===== config.mk =====
export PLATFORM = sky130hd
export DESIGN_NAME = main_bus
export DESIGN_NICKNAME = d
export VERILOG_FILES = /design/src/hw/main_pkg.sv /design/src/hw/bus_cycle_fsm.sv /design/src/hw/region_decode.sv /design/src/hw/cab_io.sv /design/src/hw/motor_pos.sv /design/src/hw/main_bus.sv
export VERILOG_INCLUDE_DIRS = /design/src /design/src/include
export SDC_FILE = /design/constraint.sdc
export NUM_CORES = 1
export LEC_CHECK = 0
export BUFFER_PORTS_ARGS = -buffer_cell sky130_fd_sc_hd__buf_2
export CORE_MARGIN = 1
export CORE_UTILIZATION = 49
export DETAILED_ROUTE_END_ITERATION = 7
export PLACE_DENSITY = 0.77
export SYNTH_ARGS = -nofsm -noshare
export SYNTH_HDL_FRONTEND = slang
export SYNTH_SLANG_ARGS = --single-unit

===== constraint.sdc =====
create_clock -name clk -period 3.3 [get_ports clk]
set_clock_uncertainty 0.2 [all_clocks]
set_input_delay 0.66 -clock clk [delete_from_list [all_inputs] [get_ports clk]]
set_output_delay 0.66 -clock clk [all_outputs]
set_load 0.01 [all_outputs]

===== src/include/main_defines.svh =====
//~~~~~~~~~~~~~~~~~~~~~~~~~~~~~~~~~~~~~~~~~~~~~~~~~~~~~~~~~~~~~~~~~~~~~~~~~~
// Memory map constants for the single supported board layout
// Region codes match word address bits 22:20, I/O sub-regions bits 6:4
//~~~~~~~~~~~~~~~~~~~~~~~~~~~~~~~~~~~~~~~~~~~~~~~~~~~~~~~~~~~~~~~~~~~~~~~~~~
`ifndef MAIN_DEFINES_SVH
`define MAIN_DEFINES_SVH

// Region codes, anything else is unmapped
`define REG_ROM 3'd0
`define REG_RAM 3'd1
`define REG_IO  3'd2

// Cabinet I/O sub-regions
`define IO_PORT   3'd0 // Parallel port bank
`define IO_SW     3'd1 // Switches and DIPs
`define IO_ADC    3'd3 // Analog latch and channel read
`define IO_TOGGLE 3'd7 // Object buffer toggle

// Open bus read value
`define UNMAPPED_DATA 16'hffff

// Upper end of motor travel
`define MOTOR_MAX 16'hff00

`endif


===== src/hw/main_pkg.sv =====
//~~~~~~~~~~~~~~~~~~~~~~~~~~~~~~~~~~~~~~~~~~~~~~~~~~~~~~~~~~~~~~~~~~~~~~~~~~
// Shared types of the main board glue
// Word addressed bus, byte lane 0 is bits 7:0
//~~~~~~~~~~~~~~~~~~~~~~~~~~~~~~~~~~~~~~~~~~~~~~~~~~~~~~~~~~~~~~~~~~~~~~~~~~
package main_pkg;

    typedef logic [23:1] addr_t; // Word address
    typedef logic [15:0] word_t;
    typedef logic [7:0]  byte_t;
    typedef logic [15:0] pos_t;  // Motor position, center at 8000

    typedef enum logic [1:0] {
        st_idle,
        st_decode,
        st_wait,
        st_ack
    } bus_state_t;

    typedef struct packed {
        addr_t      addr;
        logic       we;
        logic [1:0] be;    // Bit 0 is the low byte
        word_t      wdata;
    } bus_req_t;

    // Raw cabinet inputs, switches are active low
    typedef struct packed {
        byte_t      joystick;
        logic       start;
        logic [1:0] coin;
        logic       service;
        logic       test;
        byte_t      dipsw_a;
        byte_t      dipsw_b;
        word_t      steer;
        word_t      pedal;
    } cab_in_t;

    typedef struct packed {
        logic       video_en;
        logic [2:0] adc_ch;
        logic       snd_rstb;
        logic [1:0] obj_cfg;
    } io_cfg_t;

    typedef struct packed {
        pos_t       pos;
        logic [2:0] lim; // {at max, at center, at zero}
    } motor_st_t;

endpackage


===== src/hw/bus_cycle_fsm.sv =====
//~~~~~~~~~~~~~~~~~~~~~~~~~~~~~~~~~~~~~~~~~~~~~~~~~~~~~~~~~~~~~~~~~~~~~~~~~~
// One access at a time, req is dropped unless the FSM is idle
// ROM and RAM hold the cycle until mem_ok, I/O and unmapped take one cycle
//~~~~~~~~~~~~~~~~~~~~~~~~~~~~~~~~~~~~~~~~~~~~~~~~~~~~~~~~~~~~~~~~~~~~~~~~~~
`timescale 1ns/1ps
`include "main_defines.svh"

module bus_cycle_fsm (
    input  logic               clk,
    input  logic               rst,
    input  logic               req,
    input  main_pkg::bus_req_t bus_req,
    input  logic               mem_ok,
    input  main_pkg::word_t    mem_rdata,
    input  main_pkg::word_t    io_rdata,
    input  logic               rom_cs,
    input  logic               ram_cs,
    input  logic               io_cs,
    output main_pkg::bus_req_t cur_req,
    output logic               cycle_active,
    output logic               cycle_done,
    output logic               ack,
    output main_pkg::word_t    rdata
);
    import main_pkg::*;

    bus_state_t state;
    logic       mem_sel;

    assign mem_sel      = rom_cs || ram_cs;
    assign cycle_done   = (state == st_wait) && (mem_sel ? mem_ok : 1'b1);
    // Chip selects clear on the same edge that ends the wait
    assign cycle_active = (state == st_decode) || ((state == st_wait) && !cycle_done);
    assign ack          = state == st_ack;

    always_ff @(posedge clk or posedge rst) begin
        if (rst) begin
            state <= st_idle;
        end else begin
            case (state)
                st_idle:   if (req) state <= st_decode;
                st_decode: state <= st_wait;
                st_wait:   if (cycle_done) state <= st_ack;
                st_ack:    state <= st_idle;
                default:   state <= st_idle;
            endcase
        end
    end

    always_ff @(posedge clk) begin
        if (state == st_idle && req) begin
            cur_req <= bus_req;
        end
        if (cycle_done) begin
            if (mem_sel) begin
                rdata <= mem_rdata;
            end else if (io_cs) begin
                rdata <= io_rdata;
            end else begin
                rdata <= `UNMAPPED_DATA; // Open bus
            end
        end
    end

endmodule


===== src/hw/region_decode.sv =====
//~~~~~~~~~~~~~~~~~~~~~~~~~~~~~~~~~~~~~~~~~~~~~~~~~~~~~~~~~~~~~~~~~~~~~~~~~~
// Selects are registered, valid one cycle after the request is latched
// ROM writes raise no select and finish as unmapped accesses
//~~~~~~~~~~~~~~~~~~~~~~~~~~~~~~~~~~~~~~~~~~~~~~~~~~~~~~~~~~~~~~~~~~~~~~~~~~
`timescale 1ns/1ps
`include "main_defines.svh"

module region_decode (
    input  logic               clk,
    input  logic               rst,
    input  main_pkg::bus_req_t cur_req,
    input  logic               cycle_active,
    output logic               rom_cs,
    output logic               ram_cs,
    output logic               io_cs
);

    logic [2:0] region;

    assign region = cur_req.addr[22:20];

    always_ff @(posedge clk or posedge rst) begin
        if (rst) begin
            rom_cs <= 1'b0;
            ram_cs <= 1'b0;
            io_cs  <= 1'b0;
        end else if (cycle_active) begin
            rom_cs <= (region == `REG_ROM) && !cur_req.we; // Read only
            ram_cs <= region == `REG_RAM;
            io_cs  <= region == `REG_IO;
        end else begin
            rom_cs <= 1'b0;
            ram_cs <= 1'b0;
            io_cs  <= 1'b0;
        end
    end

endmodule


===== src/hw/cab_io.sv =====
//~~~~~~~~~~~~~~~~~~~~~~~~~~~~~~~~~~~~~~~~~~~~~~~~~~~~~~~~~~~~~~~~~~~~~~~~~~
// Cabinet I/O, only the low byte is decoded and the upper byte reads ff
// Writes need be[0] and land when the bus cycle completes
//~~~~~~~~~~~~~~~~~~~~~~~~~~~~~~~~~~~~~~~~~~~~~~~~~~~~~~~~~~~~~~~~~~~~~~~~~~
`timescale 1ns/1ps
`include "main_defines.svh"

module cab_io (
    input  logic                clk,
    input  logic                rst,
    input  main_pkg::bus_req_t  cur_req,
    input  logic                io_cs,
    input  logic                io_done,
    input  main_pkg::cab_in_t   cab,
    input  main_pkg::motor_st_t motor_st,
    output main_pkg::word_t     io_rdata,
    output main_pkg::io_cfg_t   io_cfg,
    output main_pkg::byte_t     port_b,
    output logic                obj_toggle
);
    import main_pkg::*;

    logic [2:0] sub;
    logic [1:0] sel;
    logic       wr;
    byte_t      port_c;
    byte_t      cab_dout;
    byte_t      adc_dout;
    word_t      dac_steer;
    word_t      dac_pedal;

    assign sub = cur_req.addr[6:4];
    assign sel = cur_req.addr[2:1];
    assign wr  = io_cs && io_done && cur_req.we && cur_req.be[0];

    always_ff @(posedge clk or posedge rst) begin
        if (rst) begin
            port_b     <= '0;
            port_c     <= 8'h21; // Video on, sound out of reset
            dac_steer  <= '0;
            dac_pedal  <= '0;
            obj_toggle <= 1'b0;
        end else begin
            obj_toggle <= io_cs && io_done && (sub == `IO_TOGGLE);
            if (wr) begin
                case (sub)
                    `IO_PORT: begin
                        if (sel == 2'd1) port_b <= cur_req.wdata[7:0];
                        if (sel == 2'd2) port_c <= cur_req.wdata[7:0];
                    end
                    `IO_ADC: begin
                        dac_steer <= cab.steer; // Sample both analog inputs
                        dac_pedal <= cab.pedal;
                    end
                    default: ;
                endcase
            end
        end
    end

    always_comb begin
        io_cfg.obj_cfg  = port_c[7:6];
        io_cfg.video_en = port_c[5];
        io_cfg.adc_ch   = port_c[4:2];
        io_cfg.snd_rstb = port_c[0];
    end

    always_comb begin
        case (io_cfg.adc_ch)
            3'd0: adc_dout = !cab.joystick[0] ? 8'hd0 :
                             !cab.joystick[1] ? 8'h20 :
                             dac_steer[7:0] ^ 8'h80; // Wheel
            3'd1: adc_dout = !cab.joystick[3] ? 8'hf0 :
                             dac_pedal[15] ? ~{dac_pedal[14:8], dac_pedal[14]} : 8'h00;
            3'd2: adc_dout = !cab.joystick[2] ? 8'hf0 :
                             dac_pedal[15] ? 8'h00 : {dac_pedal[14:8], dac_pedal[14]};
            3'd3: adc_dout = motor_st.pos[15:8];
            default: adc_dout = 8'hff;
        endcase
    end

    always_comb begin
        cab_dout = 8'hff;
        case (sub)
            `IO_PORT: case (sel)
                2'd0: cab_dout = {5'b11111, motor_st.lim};
                2'd1: cab_dout = port_b;
                2'd2: cab_dout = port_c;
                default: ;
            endcase
            `IO_SW: case (sel)
                2'd0: cab_dout = {cab.coin, ~cab.joystick[4], cab.joystick[4],
                                  cab.start, cab.service, cab.test, 1'b1};
                2'd2: cab_dout = cab.dipsw_a;
                2'd3: cab_dout = cab.dipsw_b;
                default: ;
            endcase
            `IO_ADC: cab_dout = adc_dout;
            default: ;
        endcase
    end

    assign io_rdata = {8'hff, cab_dout};

endmodule


===== src/hw/motor_pos.sv =====
//~~~~~~~~~~~~~~~~~~~~~~~~~~~~~~~~~~~~~~~~~~~~~~~~~~~~~~~~~~~~~~~~~~~~~~~~~~
// Moves once per vint by (ctrl[7:4]+1)*256, direction from ctrl[1:0]
// Position saturates at 0 and MOTOR_MAX
//~~~~~~~~~~~~~~~~~~~~~~~~~~~~~~~~~~~~~~~~~~~~~~~~~~~~~~~~~~~~~~~~~~~~~~~~~~
`timescale 1ns/1ps
`include "main_defines.svh"

module motor_pos (
    input  logic                clk,
    input  logic                rst,
    input  logic                vint,
    input  main_pkg::byte_t     ctrl,
    output main_pkg::motor_st_t motor_st
);
    import main_pkg::*;

    localparam pos_t CENTER = 16'h8000;

    pos_t        pos;
    pos_t        step;
    logic [16:0] up_sum;

    assign step   = {3'd0, {1'b0, ctrl[7:4]} + 5'd1, 8'h00};
    assign up_sum = {1'b0, pos} + {1'b0, step};

    always_ff @(posedge clk or posedge rst) begin
        if (rst) begin
            pos <= CENTER;
        end else if (vint) begin
            case (ctrl[1:0])
                2'b01: pos <= (up_sum > {1'b0, `MOTOR_MAX}) ? `MOTOR_MAX : up_sum[15:0];
                2'b10: pos <= (pos < step) ? '0 : pos - step;
                default: ; // Motor idle
            endcase
        end
    end

    assign motor_st.pos = pos;
    assign motor_st.lim = {pos == `MOTOR_MAX, pos == CENTER, pos == '0};

endmodule


===== src/hw/main_bus.sv =====
//~~~~~~~~~~~~~~~~~~~~~~~~~~~~~~~~~~~~~~~~~~~~~~~~~~~~~~~~~~~~~~~~~~~~~~~~~~
// Main board glue top, single bus master with req/ack strobes
// Memory outputs follow the latched request for the whole access
//~~~~~~~~~~~~~~~~~~~~~~~~~~~~~~~~~~~~~~~~~~~~~~~~~~~~~~~~~~~~~~~~~~~~~~~~~~
`timescale 1ns/1ps

module main_bus (
    input  logic               clk,
    input  logic               rst,
    // Bus master
    input  logic               req,
    input  main_pkg::bus_req_t bus_req,
    output logic               ack,
    output main_pkg::word_t    rdata,
    // ROM and work RAM
    output logic               rom_cs,
    output logic               ram_cs,
    output main_pkg::addr_t    mem_addr,
    output logic               mem_we,
    output logic [1:0]         mem_be,
    output main_pkg::word_t    mem_wdata,
    input  main_pkg::word_t    mem_rdata,
    input  logic               mem_ok,
    // Board side
    input  main_pkg::cab_in_t  cab,
    input  logic               vint,
    output main_pkg::io_cfg_t  io_cfg,
    output main_pkg::byte_t    motor_ctrl,
    output logic               obj_toggle
);
    import main_pkg::*;

    bus_req_t  cur_req;
    logic      cycle_active;
    logic      cycle_done;
    logic      io_cs;
    word_t     io_rdata;
    motor_st_t motor_st;

    assign mem_addr  = cur_req.addr;
    assign mem_we    = cur_req.we;
    assign mem_be    = cur_req.be;
    assign mem_wdata = cur_req.wdata;

    bus_cycle_fsm i_bus_cycle_fsm (
        .clk          (clk),
        .rst          (rst),
        .req          (req),
        .bus_req      (bus_req),
        .mem_ok       (mem_ok),
        .mem_rdata    (mem_rdata),
        .io_rdata     (io_rdata),
        .rom_cs       (rom_cs),
        .ram_cs       (ram_cs),
        .io_cs        (io_cs),
        .cur_req      (cur_req),
        .cycle_active (cycle_active),
        .cycle_done   (cycle_done),
        .ack          (ack),
        .rdata        (rdata)
    );

    region_decode i_region_decode (
        .clk          (clk),
        .rst          (rst),
        .cur_req      (cur_req),
        .cycle_active (cycle_active),
        .rom_cs       (rom_cs),
        .ram_cs       (ram_cs),
        .io_cs        (io_cs)
    );

    cab_io i_cab_io (
        .clk        (clk),
        .rst        (rst),
        .cur_req    (cur_req),
        .io_cs      (io_cs),
        .io_done    (cycle_done),
        .cab        (cab),
        .motor_st   (motor_st),
        .io_rdata   (io_rdata),
        .io_cfg     (io_cfg),
        .port_b     (motor_ctrl), // Port B drives the motor
        .obj_toggle (obj_toggle)
    );

    motor_pos i_motor_pos (
        .clk      (clk),
        .rst      (rst),
        .vint     (vint),
        .ctrl     (motor_ctrl),
        .motor_st (motor_st)
    );

endmodule


Word level (Yosys, flattened, before mapping)
Cells that the tools add are included.
W data, S select, Z words.

word-level totals
  bits in registers = 120
  input bits = 124
  output and inout port bits = 77
  word-level logic and storage cells = 89

operators by class
  add/subtract/negate cells = 3
  order comparisons = 2
  equal/unequal tests = 20
  multiplexer cells = 22
  bitwise logic cells = 3
  reductions and logical operators = 24

operator list
  kind                    number
  $pmux W8 S3             3
  $mux W8                 7
  $mux W16                3
  $eq A16 B16 Y1 const B  2
  $pmux W16 S2            1
  $pmux W8 S4             1
  $add A16 B13 Y17        1
  $gt A17 B16 Y1 const B  1
  $logic_not A16 Y1       1
  $lt A16 B13 Y1          1
  $sub A16 B13 Y16        1
  $eq A3 B2 Y1 const B    4
  $eq A2 B2 Y1 const B    5
  $eq A3 B1 Y1 const B    3
  $logic_not A3 Y1        3
  $logic_and A1 B1 Y1     8
  $not A8 Y8              1
  $pmux W2 S4             1
  $eq A2 B1 Y1 const B    3
  $reduce_and A2 Y1       3
  $reduce_and A3 Y1       2
  $add A4 B1 Y5 const B   1
  $logic_not A2 Y1        2
  $mux W1                 4
  other kinds (8)         12

Depth between registers and ports, before layout
Gate-level depths: netlist of the first run.

  depth in word-level cells = 7
  gate-level depth with buffers = 9

Modules after synthesis
A second synthesis of the first run with hierarchy kept.

unflattened totals
  cell total of the unflattened synthesis = 497
  area, all modules = 5666.7 um^2

modules (own cells, without submodules)
  module         times used  cells an instance  area an instance (um^2)  sequential area each (um^2)
  bus_cycle_fsm  1           130                2214.6                   1791.7
  cab_io         1           215                2199.6                   828.3
  motor_pos      1           144                1122.3                   201.4
  region_decode  1           8                  130.1                    75.1

Worst setup path after synthesis of the first run
Ideal clock, no wire load.

  kind = register to register
  start point = reg i_cab_io.port_b[4]
  end point = reg i_motor_pos.pos[14]
  setup time = 123 ps
  data arrival time = 2330 ps
  slack = 648 ps
  cell stages (with the launch flop) = 9
  clock period less this slack = 2652 ps
  path through = dfrtp_1 ha_1 xor2_1 ha_1 nor3_1 a211o_1 a211oi_1 mux2_2 o221a_2

on the way
  word-level cells in the longest chain between the ends = 5
  elaborated cells on any way between the ends = 8
  those cells by class = add/sub: 3; order compare: 2; mux: 3

ends and longest elaborated chain
  item                    RTL line         RTL
  start, declared         cab_io.sv:18     output main_pkg::byte_t port_b,
  start signal, assigned  cab_io.sv:48     if (sel == 2'd1) port_b <= cur_req.wdata[7:0];
  $add A4 B1 Y5 (*)       motor_pos.sv:23  assign step = {3'd0, {1'b0, ctrl[7:4]} + 5'd1, 8'h00};
  $add A16 B13 Y17        motor_pos.sv:24  assign up_sum = {1'b0, pos} + {1'b0, step};
  $gt A17 B16 Y1          motor_pos.sv:31  2'b01: pos <= (up_sum > {1'b0, `MOTOR_MAX}) ? `MOTOR_MAX : up_sum[15:0];
  $mux W16                motor_pos.sv:31
  $pmux W16 S2 (*)        motor_pos.sv:30  case (ctrl[1:0])
  end signal, assigned    motor_pos.sv:31
  end signal, assigned    motor_pos.sv:32  2'b10: pos <= (pos < step) ? '0 : pos - step;
  end, declared           motor_pos.sv:19  pos_t pos;

Mark *: on every way between the ends. The rest lies on a longest branch, timed or not.
A chain may end at the register's enable or synchronous reset.

Worst setup path in the final report of the first run
  start point = reg i_cab_io.port_b[4]
  end point = reg i_motor_pos.pos[13]

The elaborated chain is that of the path after synthesis.

==> out/summary.txt, run 1 <==
RSZ-0062 raised after global routing = no
crit path capture type = flip-flop
largest net degree at the start of global routing = 47
Fillers = 868
Core Rows = 37
Die H = 105.6 um
Post-Syn Instances = 436
Starting DRT DRC Count = 262
clk sinks = 104
most frequent cells in the layout = buf_2 (181), edfxtp_1 (58), dfrtp_1 (43), mux2_2 (28), a21oi_1 (23)
io pins = 201
most common cell after layout, fill and taps aside = buf_2
Die Area = 11,150 sq um
post-synth net total = 580
RePlAce Congestion = 0.8946
vias in the first global route = 4,303
global-route wire length before repair = 21,570 um
Netlist Area Pre-Place = 5259 sq um
power density over the cells = 496.5 nW/um^2
Crit Path Max Fanout = 12
DR vias = 4,234
# port buffers = 181
GRT Total Usage = 25.29%
initial antenna violation count = 0
Final Cycle Share = 90.75%
max-cap violations = 0
EDFF count, synth = 58
DP HPWL = 10,560 um
Clk Tree Root Cell = clkbuf_8
async set-reset flop share out of synthesis = 44.23%
Seq cells post-synth = 104
CP startpoint kind = flip-flop
post-placement cell count = 736
CP required = 3.37 ns
syn avg cell area = 12.06 sq um
fin nets = 755
Ant. Diodes = 0
final-report max-slew violation count = 0
Critical Path AT = 3.06 ns
Netlist cell types = 68
count of final setup violators = 0
Max Fclk = 333.9 MHz
# Post-CTS Setup Buffers = 0
Vias/cell = 5.630
worst skew pair latency = 0.37 ns
total CTS buffers = 9
deepest clock path buffer count = 2
Synth Warn # = 0
antenna-violating nets left = 0
slew margin rel. = 33.72%
sequential fraction of the synthesis area = 55.08%
Routed WL = 13,790 um
status = finished, final reports clean
crit path kind = flip-flop to flip-flop
initial core utilization = 50.71%
PostCTS Resize Cnt = 0
worst hold path class = input port to flip-flop
DRC viols = 0
Max IR drop VDD = 398.8 uV
share of layout cells above drive strength 1 = 41.23%
Setup TNS Final = 0 ns
fin cells = 752
final hold vios = 0
Remaining Overflow, GRT = 0
area delta synth->final = 23.06%
CTS H-Tree Depth = 3
DRT Pass-1 Iters = 4
die width = 105.6 um
hold_buf cts = 0
Lkg Pwr = 2.835 nW
Slew @ Worst Pin = 0.9943 ns
Most used DFF post-synth = edfxtp_1
core area = 10,370 sq um
clock-pin slew on the worst setup and hold paths = 0.11 ns
Tmin final = 2.995 ns
TritonCTS clock tree = done
Wirelength per Cell = 18.33 um
power breakdown:
part / total (W) / leakage [nW] / switching, W / internal, W
logic: 0.000680 / 1.64 / 0.000411 / 0.000269
clock network: 0.000860 / 0.111 / 0.000485 / 0.000375
registers: 0.00167 / 1.08 / 0.0000959 / 0.00158
total: 0.00321 / 2.84 / 0.000992 / 0.00222
metal layers:
metal | GRT usage [%] | up-vias | wire, um
met5 | 0 | - | 0
met4 | 7.440 | 0 | 214
met1 | 32.15 | 2005 | 5796
met3 | 7.174 | 18 | 1194
li1 | - | 1994 | -
met2 | 42.15 | 217 | 6580
cell type report:
type,count,area (sq um),area share [%]
clock inverter,7,95.09,1.469
inverter,22,82.58,1.276
timing repair buffer,187,950.9,14.69
clock buffer,9,123.9,1.914
sequential,104,2897,44.76
multi-input combinational,287,2152,33.26
tap,136,170.2,2.630
cells by family (layout without fill, tap and decap cells):
kind of cell	Yosys count	in the layout	synth area share [%]
mux	40	40	8.518
simple gates	109	109	11.33
compound gates	114	114	15.35
buf+inv	45	225	4.021
flops	104	104	55.08
xor+xnor	4	4	0.6663
fa+ha+maj	20	20	5.044
critical path, stage by stage, from the launching register on:
cell,delay (ns)
dfrtp_1,0.48
ha_1,0.22
nand3_1,0.12
ha_1,0.53
and3b_1,0.25
a2111oi_2,0.55
or2_2,0.20
a21oi_1,0.06
o32a_1,0.30
through the flow:
stage	total power [W]	cell area (sq um)	utilization, %	worst slack, ns	hold WS, ns
3_3_place_gp	0.002359	6252	60.29	0.3834	0.2483
6_report	0.003213	6471	62.40	0.3054	0.2489
2_1_floorplan	0.002082	5259	-	0.6478	0.2807
5_1_grt	0.003352	6471	62.40	0.1247	0.2281
3_5_place_dp	0.002385	6252	60.29	0.3321	0.2685
4_1_cts	0.003240	6471	62.40	0.3056	0.2306
cells in the mapped netlist (4+ instances only):
cell       n  area [sq um]
o32a_1     4         40.04
o221ai_1   6         52.55
nor3_1     7         35.03
nand2b_1   8         50.05
edfxtp_1  58          1742
clkbuf_1  10         37.54
a21o_1     5         37.54
a21oi_1   23         115.1
mux2i_1   11         110.1
nor2b_1    6         37.54
a211o_1    4         35.03
mux2_2    28         315.3
a41oi_1    4         35.03
nor2_1    22         82.58
a221oi_1   4         35.03
ha_1      18         225.2
nand2_1   21         78.83
buf_2      4         20.02
and2_1     5         31.28
a31oi_1    4         25.02
o22ai_1    5         31.28
o21ai_0   19         95.09
or2_2     10         62.56
dfrtp_1   43          1076
buf_4      8         60.06
nand3_1    6         30.03
a211oi_1   5         37.54
inv_1     22         82.58
o22a_1     4         35.03
worst paths after layout:
| path | start | end | slack, ns | depth (start not counted) |
|---|---|---|---|---|
| max in group asynchronous | rst | i_motor_pos.pos[12] | 1.98 | 2 |
| min in group asynchronous | rst | i_cab_io.dac_pedal[10] | 0.29 | 2 |
| max | i_cab_io.port_b[4] | i_motor_pos.pos[13] | 0.31 | 8 |
| max reg2reg | i_cab_io.port_b[4] | i_motor_pos.pos[13] | 0.31 | 8 |
| min reg2reg | i_bus_cycle_fsm.cur_req[40] | i_region_decode.ram_cs | 0.29 | 1 |
| min | bus_req[28] | i_bus_cycle_fsm.cur_req[28] | 0.25 | 1 |
sequential cells by signal (all words and copies together) (netlist names), 2 cells and up:
register / cells
i_bus_cycle_fsm.cur_req: 42
i_bus_cycle_fsm.rdata: 16
i_cab_io.dac_pedal: 8
i_cab_io.dac_steer: 8
i_cab_io.port_b: 8
i_cab_io.port_c: 8
i_motor_pos.pos: 8
i_bus_cycle_fsm.state: 2
Power figures use the tool's default switching activity.
==> inputs of run 2 (changes only) <==
Settings changed: CORE_MARGIN 1 to 1.5, RECOVER_POWER set to 100, REMOVE_ABC_BUFFERS set to 1.
==> out/summary.txt, run 2 (synthesis gave the netlist of run 1 again) <==
status = complete, but fails checks
failing checks = max-capacitance violations, max-slew violations
Largest Register = i_bus_cycle_fsm.cur_req
worst skew pair latency = 0.38 ns (about the same)
Pwr Total = 0.003127 W (-2.7%)
slew margin rel. = -19.05% (-53 points)
max-cap violations = 2 (+2)
Starting DRT DRC Count = 382 (+46%)
antenna-violating nets left = 0 (unchanged)
max reg flops = 42 (unchanged)
Fillers = 892 (+2.8%)
Vias/cell = 5.682 (+0.92%)
CP required = 3.38 ns (about the same)
DRC viols = 0 (unchanged)
io pins = 201 (unchanged)
DP HPWL = 10,690 um (+1.2%)
GRT Total Usage = 24.98% (-0.31 points)
power density over the cells = 492.0 nW/um^2 (-0.91%)
HP Start = bus_req[1]
hold_buf cts = 0 (unchanged)
Reg2Reg Depth = 8 (unchanged)
core area = 10,370 sq um (unchanged)
Setup TNS Final = 0 ns (unchanged)
Clk Tree Root Cell = clkbuf_8
worst hold path class = input port to flip-flop
# Post-CTS Setup Buffers = 0 (unchanged)
clk sinks = 104 (unchanged)
# port buffers = 181 (unchanged)
biggest regs = i_bus_cycle_fsm.cur_req (42), i_bus_cycle_fsm.rdata (16)
Lkg Pwr = 2.614 nW (-7.8%)
Die Area = 11,360 sq um (+1.9%)
Slew @ Worst Pin = 1.784 ns (+0.7895 ns)
initial core utilization = 50.71% (unchanged)
TritonCTS clock tree = done
initial antenna violation count = 1 (+1)
CTS H-Tree Depth = 3 (unchanged)
Wirelength per Cell = 18.49 um (+0.87%)
r2r setup slk = 0.33 ns (+0.02 ns)
Crit Path Max Fanout = 12 (unchanged)
Core Rows = 37 (unchanged)
WHS Path Cells = 1 (unchanged)
CP startpoint kind = flip-flop
FF-to-FF Start = i_cab_io.port_b[4]
most common cell after layout, fill and taps aside = buf_2
Hold Path End = i_bus_cycle_fsm.cur_req[1]
clock-pin slew on the worst setup and hold paths = 0.11 ns (about the same)
die width = 106.6 um (+0.95%)
deepest clock path buffer count = 2 (unchanged)
final hold vios = 0 (unchanged)
RSZ-0062 raised after global routing = no
most frequent cells in the layout = buf_2 (108), clkbuf_1 (77), edfxtp_1 (58), dfrtp_1 (43), mux2_2 (28)
PostCTS Resize Cnt = 0 (unchanged)
area delta synth->final = 20.84%
crit path kind = flip-flop to flip-flop
vias in the first global route = 4,250 (-1.2%)
Remaining Overflow, GRT = 0 (unchanged)
Final Cycle Share = 90.09% (-0.66 points)
largest net degree at the start of global routing = 47 (unchanged)
global-route wire length before repair = 21,580 um (about the same)
Max Fclk = 336.4 MHz (+0.73%)
Routed WL = 13,960 um (+1.3%)
count of final setup violators = 0 (unchanged)
Max IR drop VDD = 517.5 uV (+30%)
share of layout cells above drive strength 1 = 27.99% (-13 points)
total CTS buffers = 9 (unchanged)
DR vias = 4,290 (+1.3%)
RePlAce Congestion = 0.9562 (+6.9%)
post-layout util = 61.28% (-1.1 points)
Tmin final = 2.973 ns (-0.02167 ns)
DRT Pass-1 Iters = 5 (+1)
Die H = 106.6 um (+0.95%)
crit path capture type = flip-flop
final-report max-slew violation count = 90 (+90)
fin nets = 757 (+0.26%)
Crit Reg-Reg Endpoint = i_motor_pos.pos[13]
Critical Path AT = 3.05 ns (about the same)
run 2: changes by cell type in the layout (fill, tap and decap cells not counted), moves of 2 or more:
cell,before,now
nor2_1,22,24
dfstp_1,0,2
nor2_2,2,0
buf_2,181,108
clkbuf_1,0,77
dfstp_2,3,1
buf_4,6,3
run 2: layout make-up:
cell class                 instances  area [sq um]  area share [%]
multi-input combinational        287          2146           33.77
clock buffer                       9         123.9           1.949
clock inverter                     7         76.32           1.201
antenna                            1         2.502         0.03938
tap                              136         170.2           2.678
timing repair buffer             189         857.1           13.49
sequential                       104          2897           45.58
inverter                          22         82.58           1.299
run 2: how the worst max path moves through the flow:
stage	startpoint	to	slack (ns)	cells after the start
global route	i_cab_io.port_b[4]	i_motor_pos.pos[13]	0.18	8
finish	i_cab_io.port_b[4]	i_motor_pos.pos[13]	0.33	8
floorplan	i_cab_io.port_b[4]	i_motor_pos.pos[13]	0.65	8
global placement	i_cab_io.port_b[4]	i_motor_pos.pos[13]	0.47	8
CTS	i_cab_io.port_b[5]	i_motor_pos.pos[13]	0.35	8
detailed placement	i_cab_io.port_b[5]	i_motor_pos.pos[13]	0.37	8
run 2: power breakdown:
part	switching [W]	leakage, nW	total [W]	internal (W)
Sequential	0.0000920	1.08	0.00168	0.00158
Combinational	0.000419	1.43	0.000652	0.000233
Clock	0.000494	0.103	0.000799	0.000305
Total	0.00100	2.61	0.00313	0.00212
run 2: metal layers:
metal,global-route usage (%),routed length (um),vias up
met5,0,0,-
met4,9.429,327,0
met3,6.626,1184,24
met2,40.06,6784,222
met1,32.60,5666,2045
li1,-,-,1999
run 2: per-stage QoR:
| step | std cells | worst slack (ns) | hold WS [ns] | instance area (sq um) |
|---|---|---|---|---|
| final | 755 | 0.3270 | 0.2407 | 6355 |
| after global routing | 755 | 0.1818 | 0.2174 | 6355 |
| after CTS | 754 | 0.3516 | 0.2214 | 6467 |
| after detailed placement | 738 | 0.3740 | 0.2674 | 6267 |
| after global placement | 738 | 0.4712 | 0.2607 | 6267 |
| after floorplan | 413 | 0.6469 | 0.2807 | 5130 |
run 2: worst max-delay path, stage by stage, from the launching register on:
cell       delay [ns]
dfrtp_1          0.47
ha_1             0.22
nand3_1          0.11
ha_1             0.53
and3b_1          0.25
a2111oi_2        0.54
or2_2            0.20
a21oi_1          0.06
o32a_1           0.30
==> inputs of run 3 (changes only) <==
Settings changed: CORE_UTILIZATION 49 to 51, CTS_BUF_LIST set to sky130_fd_sc_hd__clkbuf_4 sky130_fd_sc_hd__clkbuf_8, PLACE_DENSITY 0.77 to 0.8.
==> out/summary.txt, run 3 (synthesis gave the netlist of run 1 again) <==
Critical Path AT = 3.12 ns (+0.07 ns)
DP HPWL = 10,530 um (-1.5%)
RSZ-0062 raised after global routing = no
clk sinks = 104 (unchanged)
crit path kind = flip-flop to flip-flop
biggest regs = i_bus_cycle_fsm.cur_req (42), i_bus_cycle_fsm.rdata (16)
core area = 9910 sq um (-4.4%)
hold_buf cts = 0 (unchanged)
Pwr Total = 0.003162 W (+1.1%)
# Post-CTS Setup Buffers = 0 (unchanged)
max reg flops = 42 (unchanged)
power density over the cells = 497.6 nW/um^2 (+1.1%)
global-route wire length before repair = 22,040 um (+2.1%)
initial antenna violation count = 1 (unchanged)
RePlAce Congestion = 0.9639 (+0.81%)
count of final setup violators = 0 (unchanged)
Final Cycle Share = 91.01% (+0.92 points)
failing checks = max-capacitance violations, max-slew violations
Place WS = 0.4046 ns (+0.03058 ns)
Crit Path Max Fanout = 6 (-6)
PostCTS Resize Cnt = 0 (unchanged)
CP required = 3.42 ns (+0.04 ns)
most common cell after layout, fill and taps aside = buf_2
antenna-violating nets left = 0 (unchanged)
Ant. Diodes = 0 (-1)
most frequent cells in the layout = buf_2 (107), clkbuf_1 (77), edfxtp_1 (58), dfrtp_1 (43), mux2_2 (28)
initial core utilization = 53.07% (+2.4 points)
final hold vios = 0 (unchanged)
Tmin final = 3.003 ns (+0.03035 ns)
die width = 104.5 um (-1.9%)
status = complete, but fails checks
area delta synth->final = 20.82% (about the same)
DRC viols = 0 (unchanged)
deepest clock path buffer count = 2 (unchanged)
Setup TNS Final = 0 ns (unchanged)
clock-pin slew on the worst setup and hold paths = 0.12 ns (about the same)
DR vias = 4,299 (+0.21%)
Fillers = 863 (-3.3%)
slew margin rel. = -17.48% (+1.6 points)
worst hold-check slack = 0.2399 ns (-0.0008200 ns)
Die H = 104.5 um (-1.9%)
Core Rows = 36 (-2.7%)
io pins = 201 (unchanged)
worst skew pair latency = 0.38 ns (about the same)
total CTS buffers = 9 (unchanged)
fin nets = 755 (-0.26%)
crit path capture type = flip-flop
Clk Tree Root Cell = clkbuf_8
CP startpoint kind = flip-flop
share of layout cells above drive strength 1 = 27.76% (-0.23 points)
Vias/cell = 5.740 (+1.0%)
Largest Register = i_bus_cycle_fsm.cur_req
GRT Total Usage = 25.88% (+0.90 points)
# port buffers = 181 (unchanged)
final-report max-slew violation count = 90 (unchanged)
TritonCTS clock tree = done
vias in the first global route = 4,257 (+0.16%)
Remaining Overflow, GRT = 0 (unchanged)
Slew @ Worst Pin = 1.760 ns (-0.02345 ns)
setup ws final = 0.2967 ns (-0.03035 ns)
Wirelength per Cell = 18.44 um (-0.27%)
Max Fclk = 333.0 MHz (-1.0%)
CTS H-Tree Depth = 3 (unchanged)
Max IR drop VDD = 368.7 uV (-29%)
Lkg Pwr = 2.609 nW (-0.20%)
Routed WL = 13,810 um (-1.1%)
worst hold path class = input port to flip-flop
Die Area = 10,930 sq um (-3.8%)
largest net degree at the start of global routing = 47 (unchanged)
max-cap violations = 2 (unchanged)
DRT Pass-1 Iters = 5 (unchanged)
Starting DRT DRC Count = 256 (-33%)
[run 3: cell types whose count changed in the layout (fill, tap and decap cells not counted)]
cell	change
clkinv_8	+3
inv_8	-3
clkinv_4	-2
inv_6	+2
buf_2	-1
clkbuf_2	-1
diode_2	-1
o21ai_0	+1
o21ai_1	-1
[run 3: power by group]
group	switching, W	internal [W]	total, W	leakage [nW]
sequential	0.000105	0.00158	0.00169	1.08
clock	0.000522	0.000312	0.000834	0.106
combinational	0.000407	0.000232	0.000639	1.42
[run 3: through the flow]
stage | instance area, sq um | std cells | util, %
final | 6354 | 749 | 64.12
after global routing | 6354 | 749 | 64.12
after CTS | 6464 | 749 | 65.23
after detailed placement | 6248 | 733 | 63.06
after global placement | 6248 | 733 | 63.06
after floorplan | 5130 | 413 | -
[run 3: layer usage]
metal	vias up	track usage, %	wire, um
met1	2067	33.29	5677
met4	2	9.325	274
li1	1994	-	-
met5	-	0	14
met2	213	42.29	6668
met3	23	6.800	1177
[run 3: layout make-up]
cell class                 instances  area [sq um]  area share (%)
multi-input combinational        287          2146           33.77
inverter                          22         82.58           1.300
clock inverter                     7         91.34           1.438
clock buffer                       9         123.9           1.950
tap                              133         166.4           2.619
sequential                       104          2897           45.59
timing repair buffer             187         847.1           13.33
[run 3: worst max-delay path: stages (launching register included)]
cell and delay [ns]:
dfrtp_1 0.46, ha_1 0.37, inv_1 0.09, fa_1 0.43
nand2b_1 0.19, a21o_1 0.18, o21ai_0 0.66, o31a_1 0.22
o32a_1 0.13
[run 3: path summary, 6_finish.rpt]
| kind | slack [ns] | to | from | cells past startpoint |
|---|---|---|---|---|
| max reg2reg | 0.30 | i_motor_pos.pos[13] | i_cab_io.port_b[5] | 8 |
| min | 0.24 | i_bus_cycle_fsm.cur_req[31] | bus_req[31] | 1 |
| max | 0.30 | i_motor_pos.pos[13] | i_cab_io.port_b[5] | 8 |
| min in group asynchronous | 0.63 | i_motor_pos.pos[13] | rst | 2 |
| min reg2reg | 0.29 | i_region_decode.ram_cs | i_bus_cycle_fsm.cur_req[40] | 1 |
| max in group asynchronous | 1.26 | i_cab_io.port_c[6] | rst | 2 |
